<file path="config.mk">
export PLATFORM = sky130hd
export DESIGN_NAME = vec_front
export DESIGN_NICKNAME = d
export VERILOG_FILES = /design/src/vec_front_pkg.sv /design/src/vec_dispatcher.sv /design/src/vec_front.sv /design/src/vec_issue_decoder.sv /design/src/vec_ring_buffer.sv
export SDC_FILE = /design/constraint.sdc
export NUM_CORES = 1
export LEC_CHECK = 0
export BUFFER_PORTS_ARGS = -buffer_cell sky130_fd_sc_hd__buf_2
export CAP_MARGIN = 20
export CELL_PAD_IN_SITES_DETAIL_PLACEMENT = 1
export CELL_PAD_IN_SITES_GLOBAL_PLACEMENT = 2
export CORE_AREA = 2 2 253 255
export CTS_CLUSTER_DIAMETER = 30
export DETAILED_ROUTE_END_ITERATION = 8
export DIE_AREA = 0 0 255 257
export PLACE_DENSITY_LB_ADDON = 0.15
export SETUP_SLACK_MARGIN = 0.4
export SLEW_MARGIN = 20
export SYNTH_ARGS = -nofsm -noshare
export SYNTH_HDL_FRONTEND = slang
export SYNTH_SLANG_ARGS = --single-unit
</file>
<file path="constraint.sdc">
create_clock -name clk_i -period 4.75 [get_ports clk_i]
set_input_delay 0.2375 -clock clk_i [delete_from_list [all_inputs] [get_ports clk_i]]
set_output_delay 0.2375 -clock clk_i [all_outputs]
set_load 0.03 [all_outputs]
</file>
<file path="src/vec_front_pkg.sv">
// Shared types for the vector front end; VLen must be a power of two and at least 64, no LMUL
package vec_front_pkg;

  ////////////////////////////////////////////////////////////
  // Sizes
  ////////////////////////////////////////////////////////////

  localparam int unsigned XLen        = 32;
  localparam int unsigned IdWidth     = 4;
  localparam int unsigned BufDepth    = 8;
  localparam int unsigned BufPtrWidth = $clog2(BufDepth);
  localparam int unsigned VLen        = 256;
  localparam int unsigned VlWidth     = 9;

  // RVV encoding fields
  localparam logic [6:0] OpcodeOpV   = 7'b1010111;
  localparam logic [2:0] Funct3Opivv = 3'd0;
  localparam logic [2:0] Funct3Opmvv = 3'd2;
  localparam logic [2:0] Funct3Cfg   = 3'd7;
  localparam logic [5:0] Funct6Vadd  = 6'd0;
  localparam logic [5:0] Funct6Vmul  = 6'd37;

  typedef logic [VlWidth-1:0]     vl_t;
  typedef logic [IdWidth-1:0]     id_t;
  typedef logic [XLen-1:0]        xlen_t;
  typedef logic [4:0]             reg_idx_t;
  // Extra wrap bit tells full from empty
  typedef logic [BufPtrWidth:0]   buf_ptr_t;
  typedef logic [BufPtrWidth-1:0] buf_idx_t;

  typedef enum logic [1:0] {
    OpVsetvli,
    OpVadd,
    OpVmul,
    OpIllegal
  } vec_op_e;

  // Same code points as the vsew field
  typedef enum logic [1:0] {
    Sew8  = 2'd0,
    Sew16 = 2'd1,
    Sew32 = 2'd2,
    Sew64 = 2'd3
  } sew_e;

  ////////////////////////////////////////////////////////////
  // Stage payloads
  ////////////////////////////////////////////////////////////

  typedef struct packed {logic valid; logic [31:0] instr; id_t id;} issue_req_t;
  typedef struct packed {logic accept; logic writeback;} issue_resp_t;
  typedef struct packed {logic valid; logic kill;} commit_t;
  typedef struct packed {logic valid; id_t id; xlen_t rs1; xlen_t rs2;} reg_t;
  typedef struct packed {logic valid; id_t id; reg_idx_t rd; xlen_t data;} result_t;

  typedef struct packed {
    vec_op_e  op;
    id_t      id;
    reg_idx_t rd;
    reg_idx_t vs1;
    reg_idx_t vs2;
    sew_e     sew;
    xlen_t    rs1;
    xlen_t    rs2;
  } buf_entry_t;

  typedef struct packed {
    vec_op_e  op;
    reg_idx_t vd;
    reg_idx_t vs1;
    reg_idx_t vs2;
    vl_t      vl;
    sew_e     sew;
    xlen_t    rs1;
  } vec_req_t;

endpackage

</file>
<file path="src/vec_dispatcher.sv">
// Holds vl and vtype; vl is min(rs1, VLen/SEW) with no x0 special case, LMUL fixed at 1
`timescale 1ns/1ps

module vec_dispatcher (
  input  logic                      clk_i,
  input  logic                      rst_ni,
  input  logic                      head_valid_i,
  input  vec_front_pkg::buf_entry_t head_i,
  output logic                      head_ready_o,
  output logic                      vsetvli_done_o,
  output vec_front_pkg::result_t    result_o,
  output logic                      vec_req_valid_o,
  output vec_front_pkg::vec_req_t   vec_req_o,
  input  logic                      vec_req_ready_i
);

  // Fall-through register
  logic                      ft_valid_q;
  vec_front_pkg::buf_entry_t ft_data_q;
  logic                      item_valid;
  vec_front_pkg::buf_entry_t item;
  logic                      item_is_cfg, item_is_vec;
  logic                      consume;
  // CSR state and result
  vec_front_pkg::vl_t        vl_q, new_vl;
  vec_front_pkg::sew_e       sew_q;
  logic                      res_valid_q;
  vec_front_pkg::id_t        res_id_q;
  vec_front_pkg::reg_idx_t   res_rd_q;

  function automatic vec_front_pkg::vl_t vlmax(vec_front_pkg::sew_e sew);
    vec_front_pkg::vl_t max_vl;
    unique case (sew)
      vec_front_pkg::Sew8:  max_vl = vec_front_pkg::vl_t'(vec_front_pkg::VLen / 8);
      vec_front_pkg::Sew16: max_vl = vec_front_pkg::vl_t'(vec_front_pkg::VLen / 16);
      vec_front_pkg::Sew32: max_vl = vec_front_pkg::vl_t'(vec_front_pkg::VLen / 32);
      default:              max_vl = vec_front_pkg::vl_t'(vec_front_pkg::VLen / 64);
    endcase
    return max_vl;
  endfunction

  ////////////////////////////////////////////////////////////
  // Item selection
  ////////////////////////////////////////////////////////////

  // Empty register lets the head straight through
  assign item_valid   = ft_valid_q || head_valid_i;
  assign item         = ft_valid_q ? ft_data_q : head_i;
  assign head_ready_o = !ft_valid_q;

  assign item_is_cfg = (item.op == vec_front_pkg::OpVsetvli);
  assign item_is_vec = (item.op == vec_front_pkg::OpVadd) || (item.op == vec_front_pkg::OpVmul);

  // vsetvli never waits
  assign consume = item_valid && (item_is_cfg || vec_req_ready_i);

  assign new_vl = (item.rs1 < vec_front_pkg::xlen_t'(vlmax(item.sew))) ?
                  vec_front_pkg::vl_t'(item.rs1) : vlmax(item.sew);

  always_ff @(posedge clk_i or negedge rst_ni) begin : ft_ctrl
    if (!rst_ni) begin
      ft_valid_q <= 1'b0;
    end else if (ft_valid_q) begin
      if (consume) begin
        ft_valid_q <= 1'b0;
      end
    end else if (head_valid_i && !consume) begin
      ft_valid_q <= 1'b1;
    end
  end

  always_ff @(posedge clk_i) begin : ft_data
    if (!ft_valid_q && head_valid_i) begin
      ft_data_q <= head_i;
    end
  end

  ////////////////////////////////////////////////////////////
  // CSRs and outputs
  ////////////////////////////////////////////////////////////

  always_ff @(posedge clk_i or negedge rst_ni) begin : csr_regs
    if (!rst_ni) begin
      vl_q        <= '0;
      sew_q       <= vec_front_pkg::Sew8;
      res_valid_q <= 1'b0;
    end else begin
      res_valid_q <= consume && item_is_cfg;
      if (consume && item_is_cfg) begin
        vl_q  <= new_vl;
        sew_q <= item.sew;
      end
    end
  end

  always_ff @(posedge clk_i) begin : result_payload
    if (consume && item_is_cfg) begin
      res_id_q <= item.id;
      res_rd_q <= item.rd;
    end
  end

  // vl_q already holds the new value while the result is up
  assign result_o       = '{valid: res_valid_q, id: res_id_q, rd: res_rd_q,
                            data: vec_front_pkg::xlen_t'(vl_q)};
  assign vsetvli_done_o = res_valid_q;

  assign vec_req_valid_o = item_valid && item_is_vec;
  assign vec_req_o       = '{op: item.op, vd: item.rd, vs1: item.vs1, vs2: item.vs2,
                             vl: vl_q, sew: sew_q, rs1: item.rs1};

endmodule

</file>
<file path="src/vec_front.sv">
// Vector issue front end; in-order commit only, result pulse has no back-pressure
`timescale 1ns/1ps

module vec_front (
  input  logic                       clk_i,
  input  logic                       rst_ni,
  // Issue
  input  vec_front_pkg::issue_req_t  issue_req_i,
  output logic                       issue_ready_o,
  output vec_front_pkg::issue_resp_t issue_resp_o,
  // Commit and operands
  input  vec_front_pkg::commit_t     commit_i,
  input  vec_front_pkg::reg_t        reg_i,
  // Outputs to the core and the vector unit
  output vec_front_pkg::result_t     result_o,
  output logic                       vec_req_valid_o,
  output vec_front_pkg::vec_req_t    vec_req_o,
  input  logic                       vec_req_ready_i
);

  logic                      push;
  vec_front_pkg::buf_entry_t entry;
  logic                      buf_full;
  logic                      head_valid;
  vec_front_pkg::buf_entry_t head;
  logic                      head_ready;
  logic                      vsetvli_done;

  vec_issue_decoder i_decoder (
    .clk_i         (clk_i        ),
    .rst_ni        (rst_ni       ),
    .issue_req_i   (issue_req_i  ),
    .commit_i      (commit_i     ),
    .buf_full_i    (buf_full     ),
    .vsetvli_done_i(vsetvli_done ),
    .issue_ready_o (issue_ready_o),
    .issue_resp_o  (issue_resp_o ),
    .push_o        (push         ),
    .entry_o       (entry        )
  );

  vec_ring_buffer i_ring_buffer (
    .clk_i       (clk_i     ),
    .rst_ni      (rst_ni    ),
    .push_i      (push      ),
    .entry_i     (entry     ),
    .commit_i    (commit_i  ),
    .reg_i       (reg_i     ),
    .full_o      (buf_full  ),
    .head_valid_o(head_valid),
    .head_o      (head      ),
    .head_ready_i(head_ready)
  );

  vec_dispatcher i_dispatcher (
    .clk_i          (clk_i          ),
    .rst_ni         (rst_ni         ),
    .head_valid_i   (head_valid     ),
    .head_i         (head           ),
    .head_ready_o   (head_ready     ),
    .vsetvli_done_o (vsetvli_done   ),
    .result_o       (result_o       ),
    .vec_req_valid_o(vec_req_valid_o),
    .vec_req_o      (vec_req_o      ),
    .vec_req_ready_i(vec_req_ready_i)
  );

endmodule

</file>
<file path="src/vec_issue_decoder.sv">
// Decodes vsetvli, vadd.vv and vmul.vv only; vsew bit 2 is ignored, so reserved widths alias
`timescale 1ns/1ps

module vec_issue_decoder (
  input  logic                       clk_i,
  input  logic                       rst_ni,
  input  vec_front_pkg::issue_req_t  issue_req_i,
  input  vec_front_pkg::commit_t     commit_i,
  input  logic                       buf_full_i,
  input  logic                       vsetvli_done_i,
  output logic                       issue_ready_o,
  output vec_front_pkg::issue_resp_t issue_resp_o,
  output logic                       push_o,
  output vec_front_pkg::buf_entry_t  entry_o
);

  logic [31:0]            instr;
  logic [6:0]             opcode;
  logic [2:0]             funct3;
  logic [5:0]             funct6;
  vec_front_pkg::vec_op_e op;
  logic                   kill;
  logic                   stall_d, stall_q;

  assign instr  = issue_req_i.instr;
  assign opcode = instr[6:0];
  assign funct3 = instr[14:12];
  assign funct6 = instr[31:26];

  ////////////////////////////////////////////////////////////
  // Decode
  ////////////////////////////////////////////////////////////

  always_comb begin : decode
    op = vec_front_pkg::OpIllegal;
    if (opcode == vec_front_pkg::OpcodeOpV) begin
      if (funct3 == vec_front_pkg::Funct3Cfg && !instr[31]) begin
        op = vec_front_pkg::OpVsetvli;
      end else if (funct3 == vec_front_pkg::Funct3Opivv && funct6 == vec_front_pkg::Funct6Vadd) begin
        op = vec_front_pkg::OpVadd;
      end else if (funct3 == vec_front_pkg::Funct3Opmvv && funct6 == vec_front_pkg::Funct6Vmul) begin
        op = vec_front_pkg::OpVmul;
      end
    end
  end

  // Operand slots stay empty until the core sends registers
  always_comb begin : build_entry
    entry_o     = '0;
    entry_o.op  = op;
    entry_o.id  = issue_req_i.id;
    entry_o.rd  = instr[11:7];
    entry_o.vs1 = instr[19:15];
    entry_o.vs2 = instr[24:20];
    // vsew sits in zimm[5:3]
    entry_o.sew = vec_front_pkg::sew_e'(instr[24:23]);
  end

  ////////////////////////////////////////////////////////////
  // Handshake
  ////////////////////////////////////////////////////////////

  assign kill = commit_i.valid && commit_i.kill;

  assign issue_ready_o          = !buf_full_i && !stall_q && !kill;
  assign issue_resp_o.accept    = issue_req_i.valid && (op != vec_front_pkg::OpIllegal);
  assign issue_resp_o.writeback = issue_req_i.valid && (op == vec_front_pkg::OpVsetvli);
  assign push_o                 = issue_req_i.valid && issue_ready_o && issue_resp_o.accept;

  // Stall from vsetvli acceptance until its result leaves
  always_comb begin : stall_next
    stall_d = stall_q;
    if (vsetvli_done_i) begin
      stall_d = 1'b0;
    end
    // A fresh vsetvli outranks the done of an older one
    if (push_o && op == vec_front_pkg::OpVsetvli) begin
      stall_d = 1'b1;
    end
    if (kill) begin
      stall_d = 1'b0;
    end
  end

  always_ff @(posedge clk_i or negedge rst_ni) begin : stall_reg
    if (!rst_ni) begin
      stall_q <= 1'b0;
    end else begin
      stall_q <= stall_d;
    end
  end

endmodule

</file>
<file path="src/vec_ring_buffer.sv">
// In-order buffer; commits hit the oldest uncommitted entry and live ids must be unique
`timescale 1ns/1ps

module vec_ring_buffer (
  input  logic                      clk_i,
  input  logic                      rst_ni,
  input  logic                      push_i,
  input  vec_front_pkg::buf_entry_t entry_i,
  input  vec_front_pkg::commit_t    commit_i,
  input  vec_front_pkg::reg_t       reg_i,
  output logic                      full_o,
  output logic                      head_valid_o,
  output vec_front_pkg::buf_entry_t head_o,
  input  logic                      head_ready_i
);

  vec_front_pkg::buf_entry_t               mem_q [vec_front_pkg::BufDepth];
  logic [vec_front_pkg::BufDepth-1:0]      opnd_valid_q;
  vec_front_pkg::buf_ptr_t                 rd_ptr_q, cm_ptr_q, wr_ptr_q;
  vec_front_pkg::buf_ptr_t                 count;
  vec_front_pkg::buf_idx_t                 rd_idx, wr_idx;
  logic [vec_front_pkg::BufDepth-1:0]      live;
  logic [vec_front_pkg::BufDepth-1:0]      reg_hit;
  logic                                    reg_on_push;
  vec_front_pkg::buf_entry_t               push_entry;
  logic                                    kill, commit, pop;

  assign rd_idx = rd_ptr_q[vec_front_pkg::BufPtrWidth-1:0];
  assign wr_idx = wr_ptr_q[vec_front_pkg::BufPtrWidth-1:0];
  assign count  = wr_ptr_q - rd_ptr_q;
  assign full_o = (count == vec_front_pkg::buf_ptr_t'(vec_front_pkg::BufDepth));

  ////////////////////////////////////////////////////////////
  // Commit, kill and head
  ////////////////////////////////////////////////////////////

  assign kill = commit_i.valid && commit_i.kill;
  // A commit may arrive in the same cycle as its own issue
  assign commit = commit_i.valid && !commit_i.kill && ((cm_ptr_q != wr_ptr_q) || push_i);

  // Head needs a commit and its operands
  assign head_valid_o = (rd_ptr_q != cm_ptr_q) && opnd_valid_q[rd_idx];
  assign head_o       = mem_q[rd_idx];
  assign pop          = head_valid_o && head_ready_i;

  ////////////////////////////////////////////////////////////
  // Operand capture
  ////////////////////////////////////////////////////////////

  always_comb begin : match_regs
    for (int unsigned i = 0; i < vec_front_pkg::BufDepth; i++) begin
      live[i]    = {1'b0, vec_front_pkg::buf_idx_t'(i) - rd_idx} < count;
      reg_hit[i] = reg_i.valid && live[i] && !opnd_valid_q[i] && (mem_q[i].id == reg_i.id);
    end
  end

  // Registers racing their own push land directly
  assign reg_on_push = reg_i.valid && push_i && (entry_i.id == reg_i.id);

  always_comb begin : merge_push
    push_entry = entry_i;
    if (reg_on_push) begin
      push_entry.rs1 = reg_i.rs1;
      push_entry.rs2 = reg_i.rs2;
    end
  end

  always_ff @(posedge clk_i or negedge rst_ni) begin : pointers
    if (!rst_ni) begin
      rd_ptr_q <= '0;
      cm_ptr_q <= '0;
      wr_ptr_q <= '0;
    end else begin
      if (pop) begin
        rd_ptr_q <= rd_ptr_q + 1'b1;
      end
      if (commit) begin
        cm_ptr_q <= cm_ptr_q + 1'b1;
      end
      // Flush drops everything past the commit point
      if (kill) begin
        wr_ptr_q <= cm_ptr_q;
      end else if (push_i) begin
        wr_ptr_q <= wr_ptr_q + 1'b1;
      end
    end
  end

  always_ff @(posedge clk_i or negedge rst_ni) begin : operand_flags
    if (!rst_ni) begin
      opnd_valid_q <= '0;
    end else begin
      for (int unsigned i = 0; i < vec_front_pkg::BufDepth; i++) begin
        if (push_i && !kill && wr_idx == vec_front_pkg::buf_idx_t'(i)) begin
          opnd_valid_q[i] <= reg_on_push;
        end else if (reg_hit[i]) begin
          opnd_valid_q[i] <= 1'b1;
        end
      end
    end
  end

  always_ff @(posedge clk_i) begin : storage
    for (int unsigned i = 0; i < vec_front_pkg::BufDepth; i++) begin
      if (push_i && wr_idx == vec_front_pkg::buf_idx_t'(i)) begin
        mem_q[i] <= push_entry;
      end else if (reg_hit[i]) begin
        mem_q[i].rs1 <= reg_i.rs1;
        mem_q[i].rs2 <= reg_i.rs2;
      end
    end
  end

endmodule
</file>
Word-level counts from Yosys, hierarchy flattened
Memory sizes are Yosys's and may differ from the RTL's.
Cells that the tools add are included.
W data, S select, Z words.
{"block": "totals", "ramBits": 696, "regBits": 130, "n_memories": 1, "wordCells": 280}
{"block": "op_classes", "bitwise": 16, "eq_ne": 28, "magnitude_cmp": 10, "add_sub_neg": 12, "n_reduce_logical": 97, "muxes": 90}
{"name": "i_ring_buffer.mem_q", "words": 8, "width": 87, "read_ports": 9, "rd_ports_with_merged_regs": 0, "wr": 8, "line_no": "vec_ring_buffer.sv:17", "text": "vec_front_pkg::buf_entry_t mem_q [vec_front_pkg::BufDepth];"}
{"cell": "$mux W32", "count": 16}
{"cell": "$mux W87", "count": 1}
{"cell": "$mux W1", "count": 64}
{"cell": "$mux W64", "count": 1}
{"cell": "$logic_and A1 B1 Y1", "count": 62}
{"cell": "$eq A4 B4 Y1", "count": 9}
{"cell": "$lt A3 B4 Y1", "count": 8}
{"cell": "$lt A32 B6 Y1", "count": 1}
{"cell": "$pmux W6 S3", "count": 1}
{"cell": "$reduce_bool A2 Y1", "count": 9}
{"cell": "$or A1 B1 Y1", "count": 16}
{"cell": "$eq A3 B3 Y1 const B", "count": 5}
{"cell": "$logic_not A1 Y1", "count": 15}
{"cell": "$add A4 B1 Y4 const B", "count": 3}
{"cell": "$sub A3 B3 Y3 const A", "count": 4}
{"cell": "$eq A3 B2 Y1 const B", "count": 3}
{"cell": "$mux W9", "count": 1}
{"cell": "$mux W4", "count": 2}
{"cell": "$ne A4 B4 Y1", "count": 2}
{"cell": "$eq A7 B7 Y1 const B", "count": 1}
{"cell": "$eq A6 B6 Y1 const B", "count": 1}
{"cell": "$logic_not A2 Y1", "count": 3}
{"cell": "$logic_not A3 Y1", "count": 2}
{"cell": "$logic_not A6 Y1", "count": 1}
{"cell": "13 further kinds", "count": 22}

Longest topological paths before layout
{"block": "depth", "depth_word": 13, "depth_mapped": 18}

Cells and area by module
From an unflattened synthesis, not the netlist that was laid out.
{"block": "hier_totals", "cells_unflattened": 2444, "hier_area_um2": 39440.3}
{"mod": "vec_ring_buffer", "cells_each": 2027, "instances": 1, "area_each_um2": 34600.7}
{"mod": "vec_dispatcher", "cells_each": 307, "instances": 1, "area_each_um2": 4017.6}
{"mod": "vec_issue_decoder", "cells_each": 110, "instances": 1, "area_each_um2": 822.0}

Worst setup path before layout
No wires, ideal clock.
{"block": "synth_path", "kind": "flip-flop to flip-flop", "from": "register i_ring_buffer.rd_ptr_q[1]", "to": "memory i_ring_buffer.mem_q[5][32] in the netlist's numbering (enable)", "path_slack_ns": 0.227, "n_path_buf": 6, "setup_ns": 0.389, "t_arrival_ns": 4.133, "path_stages_with_launch": 16, "path_cell_list": "dfrtp_1 -> buf_6 -> buf_6 -> buf_8 -> buf_6 -> inv_1 -> ha_1 -> nor2b_1 -> o21a_1 -> or3_1 -> a311oi_2 -> and4b_1 -> buf_4 -> buf_2 -> nand3_1 -> nand2_1"}
{"item": "start, declared", "line_no": "vec_ring_buffer.sv:19", "text": "vec_front_pkg::buf_ptr_t rd_ptr_q, cm_ptr_q, wr_ptr_q;"}
{"item": "start signal, assigned", "line_no": "vec_ring_buffer.sv:75", "text": "rd_ptr_q <= rd_ptr_q + 1'b1;"}
{"item": "end, declared", "line_no": "vec_ring_buffer.sv:17"}

==> results.txt <==
- Status: finished clean
* Worst slew margin: 0.3380
- Synthesized-area fraction occupied by ao, oa, aoi and oai cells: 0.03592
- The final layout contains routed wiring with a total length of 67.92 mm.
- The pre-antenna-repair detailed-routing pass consisted of 4 iterations.
* ANT nets after route: 0
* Placed wire-length estimate: 41.74 mm
- The via count of the first global-routing pass is 15,850.
- Count of fill cells added during filler insertion: 6,133
- Category of the most critical setup path: reg -> reg
* Core ar.: 62,740 um^2
* Worst setup SP type: register
* Switching Power: 0.007164 W
* Net total in the final layout: 2,055
- In the routed layout, each cell is associated on average with a via count of 5.053.
* Final Cycle Share: 0.8600
* Hold Slack: 0.06266 ns
* Required time of the critical path: 5.26 ns
- Sequential share of power: 0.283
* Worst ir drop on vdd: 0.3703 mV
- Clk buf depth: 3
- Arithmetic-cell share of the synthesized area counting full adders, half adders and majority gates: 0.01612
* Number of antenna violations at the first check in global routing: 2
* Layout cells sized above 1: 0.2948
- TritonCTS built the clock tree.
- Arrival @ worst endpoint: 4.60 ns
- Of all nets on the critical path, the largest fanout is 52.
- Post-route standard cell area excluding fillers: 30,670 um^2
- Summed instance area of the synthesized netlist: 24,210 um^2
- For the finished layout, the period the worst path requires is 4.085 ns.
- Power density relative to cell area: 694.2 nW/um^2
- The final route contains 14,480 vias.
- The total count of hold-check failures in the final report came to 0.
- Post-CTS Setup Inserts: 0
* Largest net degree at the start of global routing: 53
- Xor-xnor portion of the synthesized cell area: 0.01592
* # DRC: 0
- Number of storage elements in the synthesis netlist: 520
- Of the total synthesized cell area, the portion taken by AND, OR, NAND and NOR gates is 0.1217.
- Master cell of the clock root buffer: sky130_fd_sc_hd__clkbuf_16
- Post-Place Cell Area: 25,860 um^2
- Class of the tightest hold or removal check: in -> reg
- The share of total power dissipated in combinational logic is 0.315.
* Post-synthesis mux area share: 0.1221
* Internal power summed over all cells: 0.01413 W
* Async set or reset register ratio after synthesis: 0.06538
* Total number of yosys warnings: 0
* Syn-to-layout area delta: 26.70%
- The die covers 65,540 um^2.
- Avg Inst Size Synth: 14.67 um^2
* Number of buffers inserted during clock tree synthesis: 121
- For this run, the top clock speed supported by timing is 0.2448 GHz.
- Post-layout instance count excluding filler cells: 2,866
- For this block, the initial DRC count from the detailed router was 888.
- Switching power share of the total: 0.3364
- At the pin with the least slew margin, the transition time is 0.9930 ns.
* Die Ht: 257 um
- In the synthesized netlist the dominant register cell turns out to be sky130_fd_sc_hd__edfxtp_1.
- H-Tree Depth: 3
- Post-route clock skew: 0.02696 ns
- The worst setup path is captured at a register.
* Placed instance count: 2,582
- Setup violations remaining at the end of the flow were counted as 0.
* Library cells used by synthesis: 73
- Avg WL per Cell: 23.70 um
* Gate Count Post-Synth: 1,650
* Largest family of logic cells by synthesized area: multiplexers
- For this design the static power due to leakage is 11.66 nW.
- Max-cap violations in this run came to 0.
- Number of sinks handled by clock tree synthesis: 520
- After layout, the design draws a total of 0.02129 W.
* # rows: 92
- For this configuration, the core starts out at a cell density of 0.3859.
- Buffers placed on the I/O ports in this run total 160.
- The max-slew violation total from the final report came to 0.
- At the end of routability-driven placement, the weighted congestion stood at 0.7751.
* Overall overflow remaining after global route: 0
- The clock reaches the later pin of the worst-skew pair after 0.66 ns.
- Sequential area share after synthesis: 0.6380
- The first global-routing pass estimated 100.8 mm of wire.
- Top-level I/O count: 217
- Number of synthesized flops with an enable pin: 486
- Of the total power, the clock network draws 0.402.
- Clock-pin slew was measured on the worst setup and hold paths at 0.04 ns.
- For this run, the total global-route usage over all layers was measured as 0.2105.
- Setup repair after global routing left no endpoint under its margin.
- Adding up every negative setup slack in the final design gives 0 ns.
* Width of the die: 255 um
[cells in the mapped netlist, drive strengths merged (3+ instances only)]
| cell | number | area share |
|---|---|---|
| o21ai | 14 | 0.0029 |
| nor2b | 169 | 0.044 |
| nand2b | 13 | 0.0034 |
| buf | 126 | 0.037 |
| nor4b | 4 | 0.0014 |
| o31ai | 18 | 0.0056 |
| dfrtp | 34 | 0.035 |
| a31oi | 6 | 0.0016 |
| a22oi | 3 | 0.00093 |
| edfxtp | 486 | 0.60 |
| o22ai | 29 | 0.0083 |
| o211ai | 9 | 0.0028 |
| mux2 | 72 | 0.033 |
| nand4 | 11 | 0.0028 |
| nand3 | 24 | 0.0054 |
| and2 | 108 | 0.028 |
| a21o | 5 | 0.0016 |
| mux2i | 56 | 0.023 |
| inv | 45 | 0.0070 |
| and3 | 11 | 0.0028 |
| or2 | 6 | 0.0016 |
| xnor2 | 33 | 0.012 |
| xor2 | 11 | 0.0040 |
| a22o | 6 | 0.0022 |
| or4 | 3 | 0.00093 |
| nor4 | 5 | 0.0025 |
| nand2 | 118 | 0.018 |
| nor2 | 31 | 0.0049 |
| ha | 28 | 0.014 |
| clkbuf | 39 | 0.0063 |
| nor3 | 9 | 0.0019 |
| a21oi | 13 | 0.0028 |
| mux4 | 70 | 0.065 |
[layer usage]
metal	GRT usage	vias to the layer above	routed length [um]
met5	0	-	11
met4	0.06806	2	1431
met3	0.03672	110	2862
met2	0.3441	320	32780
li1	-	6579	-
met1	0.2847	7471	30840
[through the flow]
step	util	setup WS, ns
after floorplan	-	0.4120
after global placement	0.4122	0.5589
after detailed placement	0.4122	0.5375
after CTS	0.4889	0.5155
after global routing	0.4889	0.4185
final	0.4890	0.6648
[what timing repair did]
item                                    4_1_cts  5_1_grt
endpoints found under the setup margin        0       37
hold buffers                                 55        0
hold endpoints to repair                    443        0
gates resized for setup                       0        1
[area by class of cell]
type	instances	area, um^2	area share
antenna	2	5.005	0.0001632
tap	846	1059	0.03451
multi-input combinational	941	7707	0.2513
clock buffer	157	3316	0.1081
sequential	520	15460	0.5039
clock inverter	70	939.7	0.03063
inverter	46	172.7	0.005629
timing repair buffer	284	2019	0.06583
[critical path, stage by stage, from the launching register on]
cell	delay, ns
sky130_fd_sc_hd__dfrtp_4	0.51
sky130_fd_sc_hd__buf_4	0.74
sky130_fd_sc_hd__mux4_2	0.41
sky130_fd_sc_hd__nand2_1	0.09
sky130_fd_sc_hd__nand2_1	0.07
sky130_fd_sc_hd__mux2_2	0.35
sky130_fd_sc_hd__ha_1	0.31
sky130_fd_sc_hd__o211ai_1	0.47
sky130_fd_sc_hd__nand4_1	0.17
sky130_fd_sc_hd__nor3_1	0.25
sky130_fd_sc_hd__buf_4	0.21
sky130_fd_sc_hd__nand2_1	0.08
sky130_fd_sc_hd__nand4_1	0.10
sky130_fd_sc_hd__o211ai_1	0.11
[power groups by stage]
stage | Combinational [W] | Clock [W] | Sequential, W
after floorplan | 0.00483 | 0 | 0.00609
after global placement | 0.00665 | 0 | 0.00610
after detailed placement | 0.00672 | 0 | 0.00612
after CTS | 0.00680 | 0.00870 | 0.00604
after global routing | 0.00725 | 0.00892 | 0.00609
final | 0.00671 | 0.00855 | 0.00603
[final timing paths]
check                                                            from                                     to  slack, ns  cells after the start
worst max-delay path            i_ring_buffer.rd_ptr_q[1]$_DFFE_PN0P_       i_dispatcher.vl_q[5]$_DFFE_PN0P_       0.66                     13
worst min register to register      i_dispatcher.sew_q[0]$_DFFE_PN0P_      i_dispatcher.sew_q[0]$_DFFE_PN0P_       0.48                      2
worst max register to register  i_ring_buffer.rd_ptr_q[1]$_DFFE_PN0P_       i_dispatcher.vl_q[5]$_DFFE_PN0P_       0.66                     13
worst min-delay path                                      commit_i[1]  i_ring_buffer.cm_ptr_q[0]$_DFFE_PN0P_       0.06                      4
min in group asynchronous                                      rst_ni          i_decoder.stall_q$_DFFE_PN0P_       0.22                      2
max in group asynchronous                                      rst_ni  i_ring_buffer.rd_ptr_q[2]$_DFFE_PN0P_       3.89                      2
[placed cells by master, fill, tap and decap left out, drive strengths merged, types with 39 or more instances in the layout]
master and instances:
mux2i 56, clkinv 39, buf 229, mux2 72, inv 50, nor2b 169, and2 108, nand2 118
clkbuf 157, mux4 70, dlygate4sd3 55, edfxtp 486
[flip-flops by register name, summed over array words and instances, names as in the netlist, 2 cells and up]
| register | flops |
|---|---|
| i_ring_buffer.rd_ptr_q | 4 |
| i_dispatcher.ft_data_q | 53 |
| i_dispatcher.res_id_q | 4 |
| i_ring_buffer.cm_ptr_q | 4 |
| i_ring_buffer.opnd_valid_q | 8 |
| i_dispatcher.vl_q | 9 |
| i_dispatcher.sew_q | 2 |
| i_ring_buffer.mem_q | 424 |
| i_ring_buffer.wr_ptr_q | 4 |
| i_dispatcher.res_rd_q | 5 |
[logic make-up (layout without fill, tap and decap cells)]
family          count (synthesis)  count (layout)
simple gates                  524             524
flops                         520             520
buf+inv                       211             557
mux                           198             198
compound gates                122             122
xor+xnor                       44              44
fa+ha+maj                      30              30
other cells                     1              25
Power figures use the tool's default switching activity.
